===== src/design/lockstep_settings.svh =====
// Width, lockstep offset, lane count and opcode width macros for the lockstep accumulator

`ifndef LOCKSTEP_SETTINGS_SVH
`define LOCKSTEP_SETTINGS_SVH

////////////////////////////////////////////////////////////////////////////
// Datapath
////////////////////////////////////////////////////////////////////////////

// Operand and accumulator width
`define DATA_W 16

// Opcode field width, six codes used out of eight
`define OP_W 3

////////////////////////////////////////////////////////////////////////////
// Lockstep
////////////////////////////////////////////////////////////////////////////

// Cycles the shadow lane trails the main lane, must be at least 2
`define LOCKSTEP_OFFSET 2

// Lane 0 is the main lane, lane 1 the shadow
`define NUM_LANES 2

`endif


===== src/design/lockstep_pkg.sv =====
// Opcode enum and data type shared by the lockstep accumulator

`include "lockstep_settings.svh"

package lockstep_pkg;

  // Accumulator operations
  // Codes 6 and 7 are unused and leave the accumulator unchanged
  typedef enum logic [`OP_W-1:0] {
    OP_CLR,
    OP_LOAD,
    OP_ADD,
    OP_SUB,
    OP_AND,
    OP_XOR
  } acc_op_e;

  // Operand, accumulator and result word
  typedef logic [`DATA_W-1:0] acc_data_t;

endpackage


===== src/design/acc_core.sv =====
// Single accumulator lane executing one opcode per valid cycle

`timescale 1ns/1ps

module acc_core (
  input  logic                   clk_i,
  input  logic                   rst_ni,
  input  logic                   op_valid_i,
  input  lockstep_pkg::acc_op_e  op_i,
  input  lockstep_pkg::acc_data_t operand_i,
  output logic                   res_valid_o,
  output lockstep_pkg::acc_data_t res_o
);

  lockstep_pkg::acc_data_t acc_d;
  lockstep_pkg::acc_data_t acc_q;
  logic                    valid_q;

  ////////////////////////////////////////////////////////////////////////////
  // Next accumulator value
  ////////////////////////////////////////////////////////////////////////////

  // Arithmetic wraps at the word width
  always_comb begin
    case (op_i)
      lockstep_pkg::OP_CLR:  acc_d = '0;
      lockstep_pkg::OP_LOAD: acc_d = operand_i;
      lockstep_pkg::OP_ADD:  acc_d = acc_q + operand_i;
      lockstep_pkg::OP_SUB:  acc_d = acc_q - operand_i;
      lockstep_pkg::OP_AND:  acc_d = acc_q & operand_i;
      lockstep_pkg::OP_XOR:  acc_d = acc_q ^ operand_i;
      // Unused codes hold the value
      default:               acc_d = acc_q;
    endcase
  end

  ////////////////////////////////////////////////////////////////////////////
  // Registers
  ////////////////////////////////////////////////////////////////////////////

  always_ff @(posedge clk_i or negedge rst_ni) begin
    if (!rst_ni) begin
      acc_q   <= '0;
      valid_q <= 1'b0;
    end else begin
      valid_q <= op_valid_i;
      if (op_valid_i) begin
        acc_q <= acc_d;
      end
    end
  end

  // Result is the accumulator itself, one cycle after acceptance
  assign res_valid_o = valid_q;
  assign res_o       = acc_q;

  ////////////////////////////////////////////////////////////////////////////
  // Assertions
  ////////////////////////////////////////////////////////////////////////////

  // Only defined opcodes may arrive with valid
  a_known_opcode : assert property (
    @(posedge clk_i) disable iff (!rst_ni)
    op_valid_i |-> (op_i inside {lockstep_pkg::OP_CLR, lockstep_pkg::OP_LOAD,
                                 lockstep_pkg::OP_ADD, lockstep_pkg::OP_SUB,
                                 lockstep_pkg::OP_AND, lockstep_pkg::OP_XOR})
  ) else $error("acc_core: unused opcode %0d accepted", op_i);

endmodule


===== src/design/lockstep_compare.sv =====
// Main output delay line, shadow output register, self-test flip and mismatch alert

`timescale 1ns/1ps

`include "lockstep_settings.svh"

module lockstep_compare (
  input  logic                    clk_i,
  input  logic                    rst_ni,
  input  logic                    cmp_enable_i,
  input  logic                    fault_inject_i,
  input  logic                    lane_res_valid_i [`NUM_LANES],
  input  lockstep_pkg::acc_data_t lane_res_i       [`NUM_LANES],
  output logic                    alert_o
);

  // One extra stage covers the shadow output register
  localparam int unsigned OUT_DEPTH = `LOCKSTEP_OFFSET + 1;

  logic                    main_valid_q [OUT_DEPTH];
  lockstep_pkg::acc_data_t main_res_q   [OUT_DEPTH];
  logic                    shadow_valid_q;
  lockstep_pkg::acc_data_t shadow_res_q;
  lockstep_pkg::acc_data_t flip_mask;
  logic                    valid_mismatch;
  logic                    res_mismatch;

  ////////////////////////////////////////////////////////////////////////////
  // Main lane delay
  ////////////////////////////////////////////////////////////////////////////

  always_ff @(posedge clk_i or negedge rst_ni) begin
    if (!rst_ni) begin
      for (int i = 0; i < OUT_DEPTH; i++) begin
        main_valid_q[i] <= 1'b0;
        main_res_q[i]   <= '0;
      end
    end else begin
      main_valid_q[0] <= lane_res_valid_i[0];
      main_res_q[0]   <= lane_res_i[0];
      for (int i = 1; i < OUT_DEPTH; i++) begin
        main_valid_q[i] <= main_valid_q[i-1];
        main_res_q[i]   <= main_res_q[i-1];
      end
    end
  end

  ////////////////////////////////////////////////////////////////////////////
  // Shadow lane register
  ////////////////////////////////////////////////////////////////////////////

  // Self-test corrupts bit 0 of one captured result
  assign flip_mask = {{(`DATA_W-1){1'b0}}, fault_inject_i};

  always_ff @(posedge clk_i or negedge rst_ni) begin
    if (!rst_ni) begin
      shadow_valid_q <= 1'b0;
      shadow_res_q   <= '0;
    end else begin
      shadow_valid_q <= lane_res_valid_i[1];
      shadow_res_q   <= lane_res_i[1] ^ flip_mask;
    end
  end

  ////////////////////////////////////////////////////////////////////////////
  // Comparison
  ////////////////////////////////////////////////////////////////////////////

  assign valid_mismatch = main_valid_q[OUT_DEPTH-1] != shadow_valid_q;
  assign res_mismatch   = main_res_q[OUT_DEPTH-1] != shadow_res_q;

  assign alert_o = cmp_enable_i & (valid_mismatch | res_mismatch);

  // Self-test pulse must show up as an alert in the following cycle
  a_self_test_alert : assert property (
    @(posedge clk_i) disable iff (!rst_ni)
    (cmp_enable_i && fault_inject_i) |=> alert_o
  ) else $error("lockstep_compare: self-test pulse raised no alert");

endmodule


===== src/design/lockstep_reset_ctrl.sv =====
// Post-reset counter, shadow lane reset release and comparison enable

`timescale 1ns/1ps

`include "lockstep_settings.svh"

module lockstep_reset_ctrl (
  input  logic clk_i,
  input  logic rst_ni,
  output logic shadow_rst_no,
  output logic cmp_enable_o
);

  localparam int unsigned CNT_W = $clog2(`LOCKSTEP_OFFSET);
  localparam logic [CNT_W-1:0] CNT_MAX = CNT_W'(`LOCKSTEP_OFFSET - 1);

  logic [CNT_W-1:0] cnt_q;
  logic             shadow_set_q;
  logic             cmp_en_q;

  // Counts from reset release and stops at OFFSET-1
  always_ff @(posedge clk_i or negedge rst_ni) begin
    if (!rst_ni) begin
      cnt_q <= '0;
    end else if (cnt_q != CNT_MAX) begin
      cnt_q <= cnt_q + 1'b1;
    end
  end

  // Shadow reset lifts one cycle after the count is reached,
  // comparison starts one cycle after that
  always_ff @(posedge clk_i or negedge rst_ni) begin
    if (!rst_ni) begin
      shadow_set_q <= 1'b0;
      cmp_en_q     <= 1'b0;
    end else begin
      shadow_set_q <= (cnt_q == CNT_MAX);
      cmp_en_q     <= shadow_set_q;
    end
  end

  assign shadow_rst_no = shadow_set_q;
  assign cmp_enable_o  = cmp_en_q;

  ////////////////////////////////////////////////////////////////////////////
  // Assertions
  ////////////////////////////////////////////////////////////////////////////

  // Never compare while the shadow lane is still held in reset
  a_cmp_after_shadow : assert property (
    @(posedge clk_i) disable iff (!rst_ni)
    cmp_enable_o |-> shadow_rst_no
  ) else $error("lockstep_reset_ctrl: compare enabled with shadow lane in reset");

endmodule


===== src/design/lockstep_stagger.sv =====
// Input delay line feeding the main lane live and the shadow lane delayed operations

`timescale 1ns/1ps

`include "lockstep_settings.svh"

module lockstep_stagger (
  input  logic                    clk_i,
  input  logic                    rst_ni,
  input  logic                    op_valid_i,
  input  lockstep_pkg::acc_op_e   op_i,
  input  lockstep_pkg::acc_data_t operand_i,
  output logic                    lane_op_valid_o [`NUM_LANES],
  output lockstep_pkg::acc_op_e   lane_op_o       [`NUM_LANES],
  output lockstep_pkg::acc_data_t lane_operand_o  [`NUM_LANES]
);

  localparam int unsigned DEPTH = `LOCKSTEP_OFFSET;

  // Stage 0 is the newest entry, DEPTH-1 the oldest
  logic                    valid_q   [DEPTH];
  lockstep_pkg::acc_op_e   op_q      [DEPTH];
  lockstep_pkg::acc_data_t operand_q [DEPTH];

  ////////////////////////////////////////////////////////////////////////////
  // Shift register
  ////////////////////////////////////////////////////////////////////////////

  always_ff @(posedge clk_i or negedge rst_ni) begin
    if (!rst_ni) begin
      for (int i = 0; i < DEPTH; i++) begin
        valid_q[i]   <= 1'b0;
        op_q[i]      <= lockstep_pkg::OP_CLR;
        operand_q[i] <= '0;
      end
    end else begin
      valid_q[0]   <= op_valid_i;
      op_q[0]      <= op_i;
      operand_q[0] <= operand_i;
      for (int i = 1; i < DEPTH; i++) begin
        valid_q[i]   <= valid_q[i-1];
        op_q[i]      <= op_q[i-1];
        operand_q[i] <= operand_q[i-1];
      end
    end
  end

  ////////////////////////////////////////////////////////////////////////////
  // Lane fan-out
  ////////////////////////////////////////////////////////////////////////////

  // Main lane sees the live stream
  assign lane_op_valid_o[0] = op_valid_i;
  assign lane_op_o[0]       = op_i;
  assign lane_operand_o[0]  = operand_i;

  // Shadow lanes take the oldest stage
  for (genvar l = 1; l < `NUM_LANES; l++) begin : g_shadow_feed
    assign lane_op_valid_o[l] = valid_q[DEPTH-1];
    assign lane_op_o[l]       = op_q[DEPTH-1];
    assign lane_operand_o[l]  = operand_q[DEPTH-1];
  end

endmodule


===== src/design/lockstep_top.sv =====
// Top level of the dual-lane lockstep accumulator

`timescale 1ns/1ps

`include "lockstep_settings.svh"

module lockstep_top (
  input  logic                    clk_i,
  input  logic                    rst_ni,
  input  logic                    op_valid_i,
  input  lockstep_pkg::acc_op_e   op_i,
  input  lockstep_pkg::acc_data_t operand_i,
  input  logic                    fault_inject_i,
  output logic                    res_valid_o,
  output lockstep_pkg::acc_data_t res_o,
  output logic                    cmp_enable_o,
  output logic                    alert_o
);

  // Per-lane operation stream
  logic                    lane_op_valid [`NUM_LANES];
  lockstep_pkg::acc_op_e   lane_op       [`NUM_LANES];
  lockstep_pkg::acc_data_t lane_operand  [`NUM_LANES];

  // Per-lane results
  logic                    lane_res_valid [`NUM_LANES];
  lockstep_pkg::acc_data_t lane_res       [`NUM_LANES];

  logic shadow_rst_n;
  logic cmp_enable;

  ////////////////////////////////////////////////////////////////////////////
  // Input stagger
  ////////////////////////////////////////////////////////////////////////////

  lockstep_stagger u_stagger (
    .clk_i           (clk_i),
    .rst_ni          (rst_ni),
    .op_valid_i      (op_valid_i),
    .op_i            (op_i),
    .operand_i       (operand_i),
    .lane_op_valid_o (lane_op_valid),
    .lane_op_o       (lane_op),
    .lane_operand_o  (lane_operand)
  );

  ////////////////////////////////////////////////////////////////////////////
  // Reset sequencing
  ////////////////////////////////////////////////////////////////////////////

  lockstep_reset_ctrl u_reset_ctrl (
    .clk_i         (clk_i),
    .rst_ni        (rst_ni),
    .shadow_rst_no (shadow_rst_n),
    .cmp_enable_o  (cmp_enable)
  );

  ////////////////////////////////////////////////////////////////////////////
  // Lanes
  ////////////////////////////////////////////////////////////////////////////

  for (genvar i = 0; i < `NUM_LANES; i++) begin : g_lane
    logic lane_rst_n;

    // Main lane on the system reset, shadow on the staggered one
    assign lane_rst_n = (i == 0) ? rst_ni : shadow_rst_n;

    acc_core u_acc_core (
      .clk_i       (clk_i),
      .rst_ni      (lane_rst_n),
      .op_valid_i  (lane_op_valid[i]),
      .op_i        (lane_op[i]),
      .operand_i   (lane_operand[i]),
      .res_valid_o (lane_res_valid[i]),
      .res_o       (lane_res[i])
    );
  end

  ////////////////////////////////////////////////////////////////////////////
  // Output compare
  ////////////////////////////////////////////////////////////////////////////

  lockstep_compare u_compare (
    .clk_i            (clk_i),
    .rst_ni           (rst_ni),
    .cmp_enable_i     (cmp_enable),
    .fault_inject_i   (fault_inject_i),
    .lane_res_valid_i (lane_res_valid),
    .lane_res_i       (lane_res),
    .alert_o          (alert_o)
  );

  // Results come from the main lane
  assign res_valid_o  = lane_res_valid[0];
  assign res_o        = lane_res[0];
  assign cmp_enable_o = cmp_enable;

endmodule


===== config.mk =====
export PLATFORM = sky130hd
export DESIGN_NAME = lockstep_top
export DESIGN_NICKNAME = d
export VERILOG_FILES = /design/src/design/lockstep_pkg.sv /design/src/design/acc_core.sv /design/src/design/lockstep_compare.sv /design/src/design/lockstep_reset_ctrl.sv /design/src/design/lockstep_stagger.sv /design/src/design/lockstep_top.sv
export VERILOG_INCLUDE_DIRS = /design/src /design/src/design
export SDC_FILE = /design/constraint.sdc
export NUM_CORES = 1
export LEC_CHECK = 0
export ABC_AREA = 1
export BUFFER_PORTS_ARGS = -buffer_cell sky130_fd_sc_hd__buf_2
export CAP_MARGIN = 10
export CELL_PAD_IN_SITES_DETAIL_PLACEMENT = 1
export CELL_PAD_IN_SITES_GLOBAL_PLACEMENT = 2
export CORE_MARGIN = 2
export CORE_UTILIZATION = 41
export DETAILED_ROUTE_END_ITERATION = 8
export GPL_ROUTABILITY_DRIVEN = 0
export GPL_TIMING_DRIVEN = 0
export PLACE_DENSITY = 0.86
export SLEW_MARGIN = 20
export SYNTH_ARGS = -nofsm -noshare
export SYNTH_HDL_FRONTEND = slang
export SYNTH_HIERARCHICAL = 1
export SYNTH_SLANG_ARGS = --single-unit

===== constraint.sdc =====
create_clock -name clk_i -period 1.9 [get_ports clk_i]
set_clock_uncertainty 0.2 [all_clocks]
set_input_delay 0.095 -clock clk_i [delete_from_list [all_inputs] [get_ports clk_i]]
set_output_delay 0.095 -clock clk_i [all_outputs]
set_load 0.05 [all_outputs]

==> results of run 1 <==
cell families (layout without fill, tap and decap cells):
family / Yosys count / in the layout
XOR/XNOR: 39 / 39
AND/OR/NAND/NOR: 452 / 452
AO/OA/AOI/OAI: 123 / 123
buffers and inverters: 171 / 327
other: 1 / 1
flip-flops: 145 / 145
adder cells (fa/ha/maj): 66 / 66
power groups by stage:
| stage | clock, mW | sequential (mW) | combinational [mW] |
|---|---|---|---|
| floorplan | 0 | 4.12 | 2.19 |
| global placement | 0 | 4.00 | 3.15 |
| detailed placement | 0 | 4.03 | 3.23 |
| CTS | 3.49 | 3.99 | 3.94 |
| global route | 3.65 | 4.06 | 5.05 |
| finish | 3.43 | 4.00 | 4.64 |
worst max-delay path by stage:
stage | slack [ns] | to | cells after the start | from
after floorplan | -0.84 | g_lane[1].u_acc_core/res_o[15] | 22 | u_stagger/lane_operand_o[1]
after global placement | -1.25 | g_lane[1].u_acc_core/res_o[15] | 22 | u_stagger/lane_operand_o[1]
after detailed placement | -1.33 | g_lane[1].u_acc_core/res_o[15] | 21 | u_stagger/lane_operand_o[1]
after CTS | -1.12 | g_lane[1].u_acc_core/res_o[15] | 20 | u_stagger/lane_operand_o[0]
after global routing | -1.33 | g_lane[1].u_acc_core/res_o[13] | 21 | u_stagger/lane_operand_o[1]
final | -1.18 | g_lane[1].u_acc_core/res_o[13] | 21 | u_stagger/lane_operand_o[1]
state kept, by name, indices dropped and copies added, names as in the netlist:
name	cells
u_compare/main_valid_q	3
u_stagger/op_q	3
u_stagger/lane_op_valid_o	1
u_stagger/operand_q	16
u_reset_ctrl/cnt_q	1
u_reset_ctrl/shadow_rst_no	1
u_compare/main_res_q	48
g_lane.u_acc_core/res_valid_o	2
u_stagger/lane_op_o	3
u_stagger/valid_q	1
g_lane.u_acc_core/res_o	32
u_stagger/lane_operand_o	16
u_compare/shadow_res_q	16
u_compare/shadow_valid_q	1
u_reset_ctrl/cmp_enable_o	1
worst reg2reg max path: stages (launching register included):
cell,delay [ns]
dfrtp_1,0.43
clkinv_4,0.09
ha_4,0.14
nand3_4,0.07
nor2_4,0.12
nand3b_1,0.12
nor2_1,0.12
nand2_1,0.11
nand2_2,0.12
o21ai_2,0.08
xor2_2,0.19
ha_4,0.31
buf_6,0.11
buf_6,0.09
nand3_4,0.07
nand3b_1,0.21
nand2_1,0.09
nand2_1,0.06
nand3_2,0.08
nand2_1,0.05
nand2_1,0.07
nand2_1,0.05
repair_timing:
action / CTS / global route
hold buffers: 24 / 3
resized for setup: 149 / 151
hold endpoints to repair: 157 / 3
endpoints found under the setup margin: 30 / 32
setup buffers: 44 / 25
cloned: 1 / 1
pin swaps: 91 / 95
synth_stat cells (all sizes together) (6+ instances only):
library cell  count  area [sq um]
buf              54           375
o21ai            41           235
xor2             29           254
inv             117           439
dfrtp           145          3630
a221oi           11          96.3
a21oi            42           218
xnor2            10          87.6
a22o              8          70.1
ha               64           801
nand2           298          1130
nor2             71           277
nand4            10          62.6
nand3            54           270
nor3              6          57.6
nand3b            8          60.1
area by class of cell:
type / instances / area (sq um) / area share
Clock inverter: 11 / 151 / 0.0129
Sequential cell: 145 / 3630 / 0.309
Timing Repair Buffer: 134 / 1140 / 0.0972
Multi-Input combinational cell: 681 / 5190 / 0.442
Buffer: 45 / 338 / 0.0288
Clock buffer: 20 / 457 / 0.0389
Inverter: 117 / 492 / 0.0419
Tap cell: 270 / 338 / 0.0288
cell usage in the layout (no fill, tap or decap), types with 18 or more instances in the layout:
master         count
dfrtp_1          141
buf_2             44
a21oi_1           18
dlygate4sd3_1     24
nand2_4           26
nand2_2           45
clkbuf_16         18
buf_4             82
buf_6             20
nand3_1           29
ha_1              34
xor2_1            21
ha_4              24
nand2_1          226
nor2_1            43
inv_1             85
metal layers:
metal / track usage / vias to the layer above / share of wire
met5: 0 / - / 0
met4: 0.0859 / 0 / 0.029
met3: 0.0319 / 42 / 0.019
met2: 0.464 / 104 / 0.55
met1: 0.283 / 3623 / 0.40
li1: - / 3452 / -
stage by stage:
step	hold WS [ns]	utilization	power, mW	instance area (sq um)
after global placement	0.0198	0.460	7.15	9210
after floorplan	-0.401	-	6.31	8670
final	-0.0183	0.586	12.1	11700
after global routing	0.0241	0.586	12.8	11700
after CTS	0.00922	0.546	11.4	10900
after detailed placement	-0.158	0.461	7.26	9250
==> metrics, run 1 <==
final hold slack -0.0183 ns; setup violators final 27; post-DP HPWL approximately 18000 um; nets 1230; Worst VDD drop about 0.64 mV; Synth warnings 6; Critical Path End Type flip-flop; TritonCTS Buffers 17; vias in the first global route between 7k and 8k; final cell count without fillers ~1.4k; Inst Count DP 1309; Synth async-reset ratio 1.00; antenna viol nets, final 0; Die X 146 um; Post-Route WL 26700 um; Post-Syn Area between 8000 and 9000 sq um; Max-Cap Viols 0; sequential power share 0.332; Worst Setup Start Kind flip-flop; Synth Area in XOR/XNOR 0.0412; WP data arrival 3.20 ns; Max Buffers Root-to-Sink 2; Initial Util 0.414; Worst Hold End g_lane[0].u_acc_core/res_o[2]; Switching Fraction 0.369; status finished with violations; Simple-Gate Fraction of Synth Area 0.228; ANT cells 0; Adder-Cell Fraction of Synth Area 0.101; reg2reg start u_stagger/lane_operand_o[1]; clock slew at reported path FFs 0.06 ns; wire per inst between 15 and 20 um; DRC 0; failing checks negative hold slack, negative setup slack; Placement Setup Slack -1.33 ns; Clk network pwr share 0.284; clock net sink count about 150; post-synthesis register bit count about 150; post-route worst setup slack -1.18 ns; Int Pwr 7.61 mW; worst path required time 2.01 ns; post-layout min period slightly above 3 ns; worst min-delay path category in2reg; Slowest-stage cell, CP dfrtp_1; top cell family by delay on the critical path simple AND/OR/NAND/NOR gates; max incr delay on CP between 0.4 and 0.5 ns; Final Hold Vio Count 1; Reg2Reg Depth 21; Buf/Inv on CP 3; 1st-pass router iterations 4; die area about 21000 sq um; H-tree levels 4; layout cells sized above 1 0.384; first-pass GRT wire length between 40000 and 50000 um; worst-margin pin slew 0.882 ns; pin count of the biggest net entering global routing 85; P&R area growth vs syn 41.5%; Vias/cell between 5 and 6; critical path type reg2reg; CTS tree done; GRT overflow 0; max-slew violations 0; Die Y about 150 um; Critical Path, Cell by Cell clkinv_4, ha_4, nand3_4, nor2_4, nand3b_1, nor2_1, nand2_1, nand2_2, o21ai_2, xor2_2, ha_4, buf_6, buf_6, nand3_4, nand3b_1, nand2_1, nand2_1, nand3_2, nand2_1, nand2_1, nand2_1; hold path start operand_i[2]; root buffer cell clkbuf_16; largest family of logic cells by synthesized area simple AND/OR/NAND/NOR gates; sw power 4.46 mW; clk_lat worst skew between 0.4 and 0.5 ns; relative slew slack 0.412; DR iter-0 viols approximately 290; most used cell, CP nand2_1; mux contribution to synthesized area 0; post-synthesis compound-gate area fraction 0.0936; static leakage slightly below 6 nW; Synth Instances 997; Distinct cells, synth 42; top_reg_cell synth dfrtp_1; FMAX about 320 MHz; Comb pwr share 0.384; Filler cells 2326; initial antenna violation count 0; worst r2r dst g_lane[1].u_acc_core/res_o[13]; Tot GR Track Use 0.245; core area about 20000 sq um; hold path cells 5; Post-Syn Nets around 1.1k; DR vias about 7.2k; Seq/Total Area, Yosys 0.437; RSZ-0062 raised after global routing true; Pwr Density 1030 nW/um^2; FF-to-FF setup slack -1.18 ns; cell row count 52; Crit Path Max Fanout 4; number of synthesized flops with an enable pin 0; port buffer count 41; Mapped Avg Cell Area roughly 8.3 sq um; Period Utilization, post-route 1.62; IO Pins 42; Fin Setup TNS -16.20 ns
(Power assumes the default switching activity.)
==> run 2: changes to the inputs <==
--- a/config.mk
+++ b/config.mk
@@ -6,13 +6,12 @@
 export SDC_FILE = /design/constraint.sdc
 export NUM_CORES = 1
 export LEC_CHECK = 0
-export ABC_AREA = 1
 export BUFFER_PORTS_ARGS = -buffer_cell sky130_fd_sc_hd__buf_2
 export CAP_MARGIN = 10
 export CELL_PAD_IN_SITES_DETAIL_PLACEMENT = 1
 export CELL_PAD_IN_SITES_GLOBAL_PLACEMENT = 2
 export CORE_MARGIN = 2
-export CORE_UTILIZATION = 41
+export CORE_UTILIZATION = 45
 export DETAILED_ROUTE_END_ITERATION = 8
 export GPL_ROUTABILITY_DRIVEN = 0
 export GPL_TIMING_DRIVEN = 0
==> metrics, run 2 <==
Reg2Reg Depth 13 (-38%); Initial Util 0.457 (+0.0432); Adder-Cell Fraction of Synth Area 0.107 (+0.00534); worst-margin pin slew 0.857 ns (-0.0254 ns); layout cells sized above 1 0.422 (+0.0375); Inst Count DP 985 (-25%); Synth top area share 0.460 (+0.0230); post-layout min period 3.29 ns (+0.205 ns); Post-Syn Area 7880 sq um (-5.0%); Synth Instances 718 (-28%); worst r2r dst g_lane[1].u_acc_core/res_o[14]; max-slew violations 0 (unchanged); design area 11000 sq um (-6.4%); Comb pwr share 0.398 (+0.014); P&R area growth vs syn 39.5%; sw power 4.85 mW (+8.7%); Vias/cell 5.81 (+14%); pin count of the biggest net entering global routing 80 (-5.9%); final cell count without fillers 1120 (-21%); DRC 0 (unchanged); synth top area cells dfrtp_1 (46%), ha_1 (10%), xor2_1 (4.1%), buf_4 (3.8%), xnor2_1 (3.0%); antenna viol nets, final 0 (unchanged); Post-Route WL 28700 um (+7.5%); Seq/Total Area, Yosys 0.460 (+0.0230); max reg flops 48 (unchanged); Die X 136 um (-6.8%); Synth warnings 6 (unchanged); Final Hold Vio Count 0 (-1); Worst VDD drop 0.659 mV (+3.3%); Tot GR Track Use 0.278 (+0.0327); setup violators final 29 (+7.4%); hold path start operand_i[0]; worst min-delay path category in2reg; initial antenna violation count 1 (+1); Period Utilization, post-route 1.73 (+0.108); CTS tree done; Max Buffers Root-to-Sink 2 (unchanged); post-synthesis compound-gate area fraction 0.154 (+0.0608); post-synthesis register bit count 145 (unchanged); final hold slack 0.0622 ns (+0.0806 ns); clock slew at reported path FFs 0.07 ns (about the same); mux contribution to synthesized area 0.0449 (+0.0449); FF-to-FF setup slack -1.39 ns (-0.21 ns); Mapped Avg Cell Area 11.0 sq um (+32%); Switching Fraction 0.377 (+0.00800); largest family of logic cells by synthesized area compound AO/OA/AOI/OAI gates; RSZ-0062 raised after global routing true; failing checks negative setup slack; most instantiated library cell after synthesis dfrtp_1; clk_lat worst skew 0.44 ns (+0.02 ns); Pwr Density 1170 nW/um^2 (+14%); IO Pins 42 (unchanged); FMAX 304 MHz (-6.2%); port buffer count 41 (unchanged); Filler cells 1755 (-25%); most frequent cells in the layout dfrtp_1 (139), buf_4 (93), ha_1 (50), buf_2 (39), xor2_1 (32); die area 18600 sq um (-13%); Synth async-reset ratio 1.00 (unchanged); 1st-pass router iterations 4 (unchanged); worst path required time 1.97 ns (-0.04 ns); Die Y 136 um (-6.8%); Worst Setup Start Kind flip-flop; Placement Setup Slack -1.71 ns (-0.388 ns); Post-Syn Nets 807 (-26%); first-pass GRT wire length 38800 um (-5.7%); H-tree levels 4 (unchanged); Synth Area in XOR/XNOR 0.0732 (+0.0320); Critical Path End Type flip-flop; reg2reg start u_stagger/lane_operand_o[3]; Max-Cap Viols 0 (unchanged); vias in the first global route 6940 (-13%); critical path type reg2reg; Worst Hold End g_lane[0].u_acc_core/res_o[0]; Crit Path Max Fanout 3 (-1); Clk network pwr share 0.272 (-0.012); cell row count 48 (-7.7%); commonest non-fill, non-tap cell in the layout dfrtp_1; top cell type by total area after synthesis dfrtp_1; post-DP HPWL 15400 um (-14%); DR iter-0 viols 410 (+41%); Int Pwr 8.00 mW (+5.1%); wire per inst 25.6 um (+37%); core area 17200 sq um (-14%); WP data arrival 3.35 ns (+0.15 ns); DR vias 6504 (-9.9%); commonest cells in the netlist dfrtp_1 (145), ha_1 (64), nand2_1 (43); root buffer cell clkbuf_16; GRT overflow 0 (unchanged); TritonCTS Buffers 17 (unchanged); top_reg_cell synth dfrtp_1; Biggest register u_compare/main_res_q; hold path cells 4 (-1); relative slew slack 0.426 (+0.0144); nets 970 (-21%); Placed Area 8610 sq um (-6.9%); Simple-Gate Fraction of Synth Area 0.103 (-0.125); status finished with violations; sequential power share 0.331 (about the same); clock net sink count 145 (unchanged); number of synthesized flops with an enable pin 0 (unchanged); post-route worst setup slack -1.39 ns (-0.205 ns); Distinct cells, synth 73 (+74%); static leakage 5.00 nW (-14%)
## run 2: timing repair
action / in CTS / in global routing
pin swaps: 88 / 78
endpoints found under the setup margin: 31 / 31
resized for setup: 120 / 87
hold buffers: 23 / 0
setup buffers: 55 / 40
endpoints found under the hold margin: 150 / 0
## run 2: logic make-up (layout without fill, tap and decap cells)
group	Yosys count	count (layout)
compound gates	176	176
xor+xnor	65	65
buf+inv	77	253
simple gates	156	156
fa+ha+maj	66	66
other cells	1	2
flops	145	145
mux	32	32
## run 2: per-stage QoR
stage	TNS [ns]	utilization	power, mW
3_3_place_gp	-155.67	0.497	7.35
4_1_cts	-22.47	0.596	11.8
3_5_place_dp	-32.55	0.499	7.55
5_1_grt	-27.47	0.638	13.4
2_1_floorplan	-19.19	-	6.58
6_report	-24.97	0.638	12.8
## run 2: cell type report
type | count | area (sq um) | share of cell area
sequential | 145 | 3640 | 0.331
multi-input combinational | 496 | 4770 | 0.433
buffer | 51 | 367 | 0.0333
timing repair buffer | 155 | 1290 | 0.117
tap | 225 | 282 | 0.0256
clock inverter | 13 | 151 | 0.0138
clock buffer | 19 | 443 | 0.0403
antenna | 1 | 2.50 | 0.000228
inverter | 15 | 62.6 | 0.00569
## run 2: critical path: stages (launching register included)
cell	delay [ns]
dfrtp_1	0.40
buf_6	0.13
nor4_4	0.29
nor2b_4	0.28
a31oi_4	0.15
a21oi_2	0.16
xor2_1	0.27
ha_1	0.32
and2_1	0.20
a21boi_2	0.16
nand2_1	0.09
o21ai_2	0.18
xor2_1	0.16
o221ai_1	0.13
## run 2: power by group through the flow
stage / Sequential (mW) / Combinational (mW) / Clock (mW)
detailed placement: 4.18 / 3.38 / 0
global route: 4.30 / 5.46 / 3.67
floorplan: 4.29 / 2.29 / 0
finish: 4.25 / 5.11 / 3.49
CTS: 4.15 / 4.22 / 3.44
global placement: 4.13 / 3.22 / 0
## run 2: worst max path at each step
stage	depth (start not counted)	slack (ns)	start	endpoint
after floorplan	13	-1.21	operand_i[2]	g_lane[0].u_acc_core/res_o[15]
after global placement	14	-1.67	operand_i[2]	g_lane[0].u_acc_core/res_o[15]
after detailed placement	14	-1.71	operand_i[2]	g_lane[0].u_acc_core/res_o[15]
after CTS	12	-1.36	u_stagger/lane_operand_o[2]	g_lane[1].u_acc_core/res_o[13]
after global routing	13	-1.57	u_stagger/lane_operand_o[3]	g_lane[1].u_acc_core/res_o[14]
final	13	-1.39	u_stagger/lane_operand_o[3]	g_lane[1].u_acc_core/res_o[14]
## run 2: per-layer routing
metal / vias up / part of all wire / track usage / routed length [um]
met3: 62 / 0.029 / 0.0462 / 828
met4: 0 / 0.029 / 0.112 / 819
met2: 167 / 0.53 / 0.497 / 15300
li1: 2894 / - / - / -
met1: 3381 / 0.41 / 0.331 / 11800
met5: - / 0 / 0 / 0
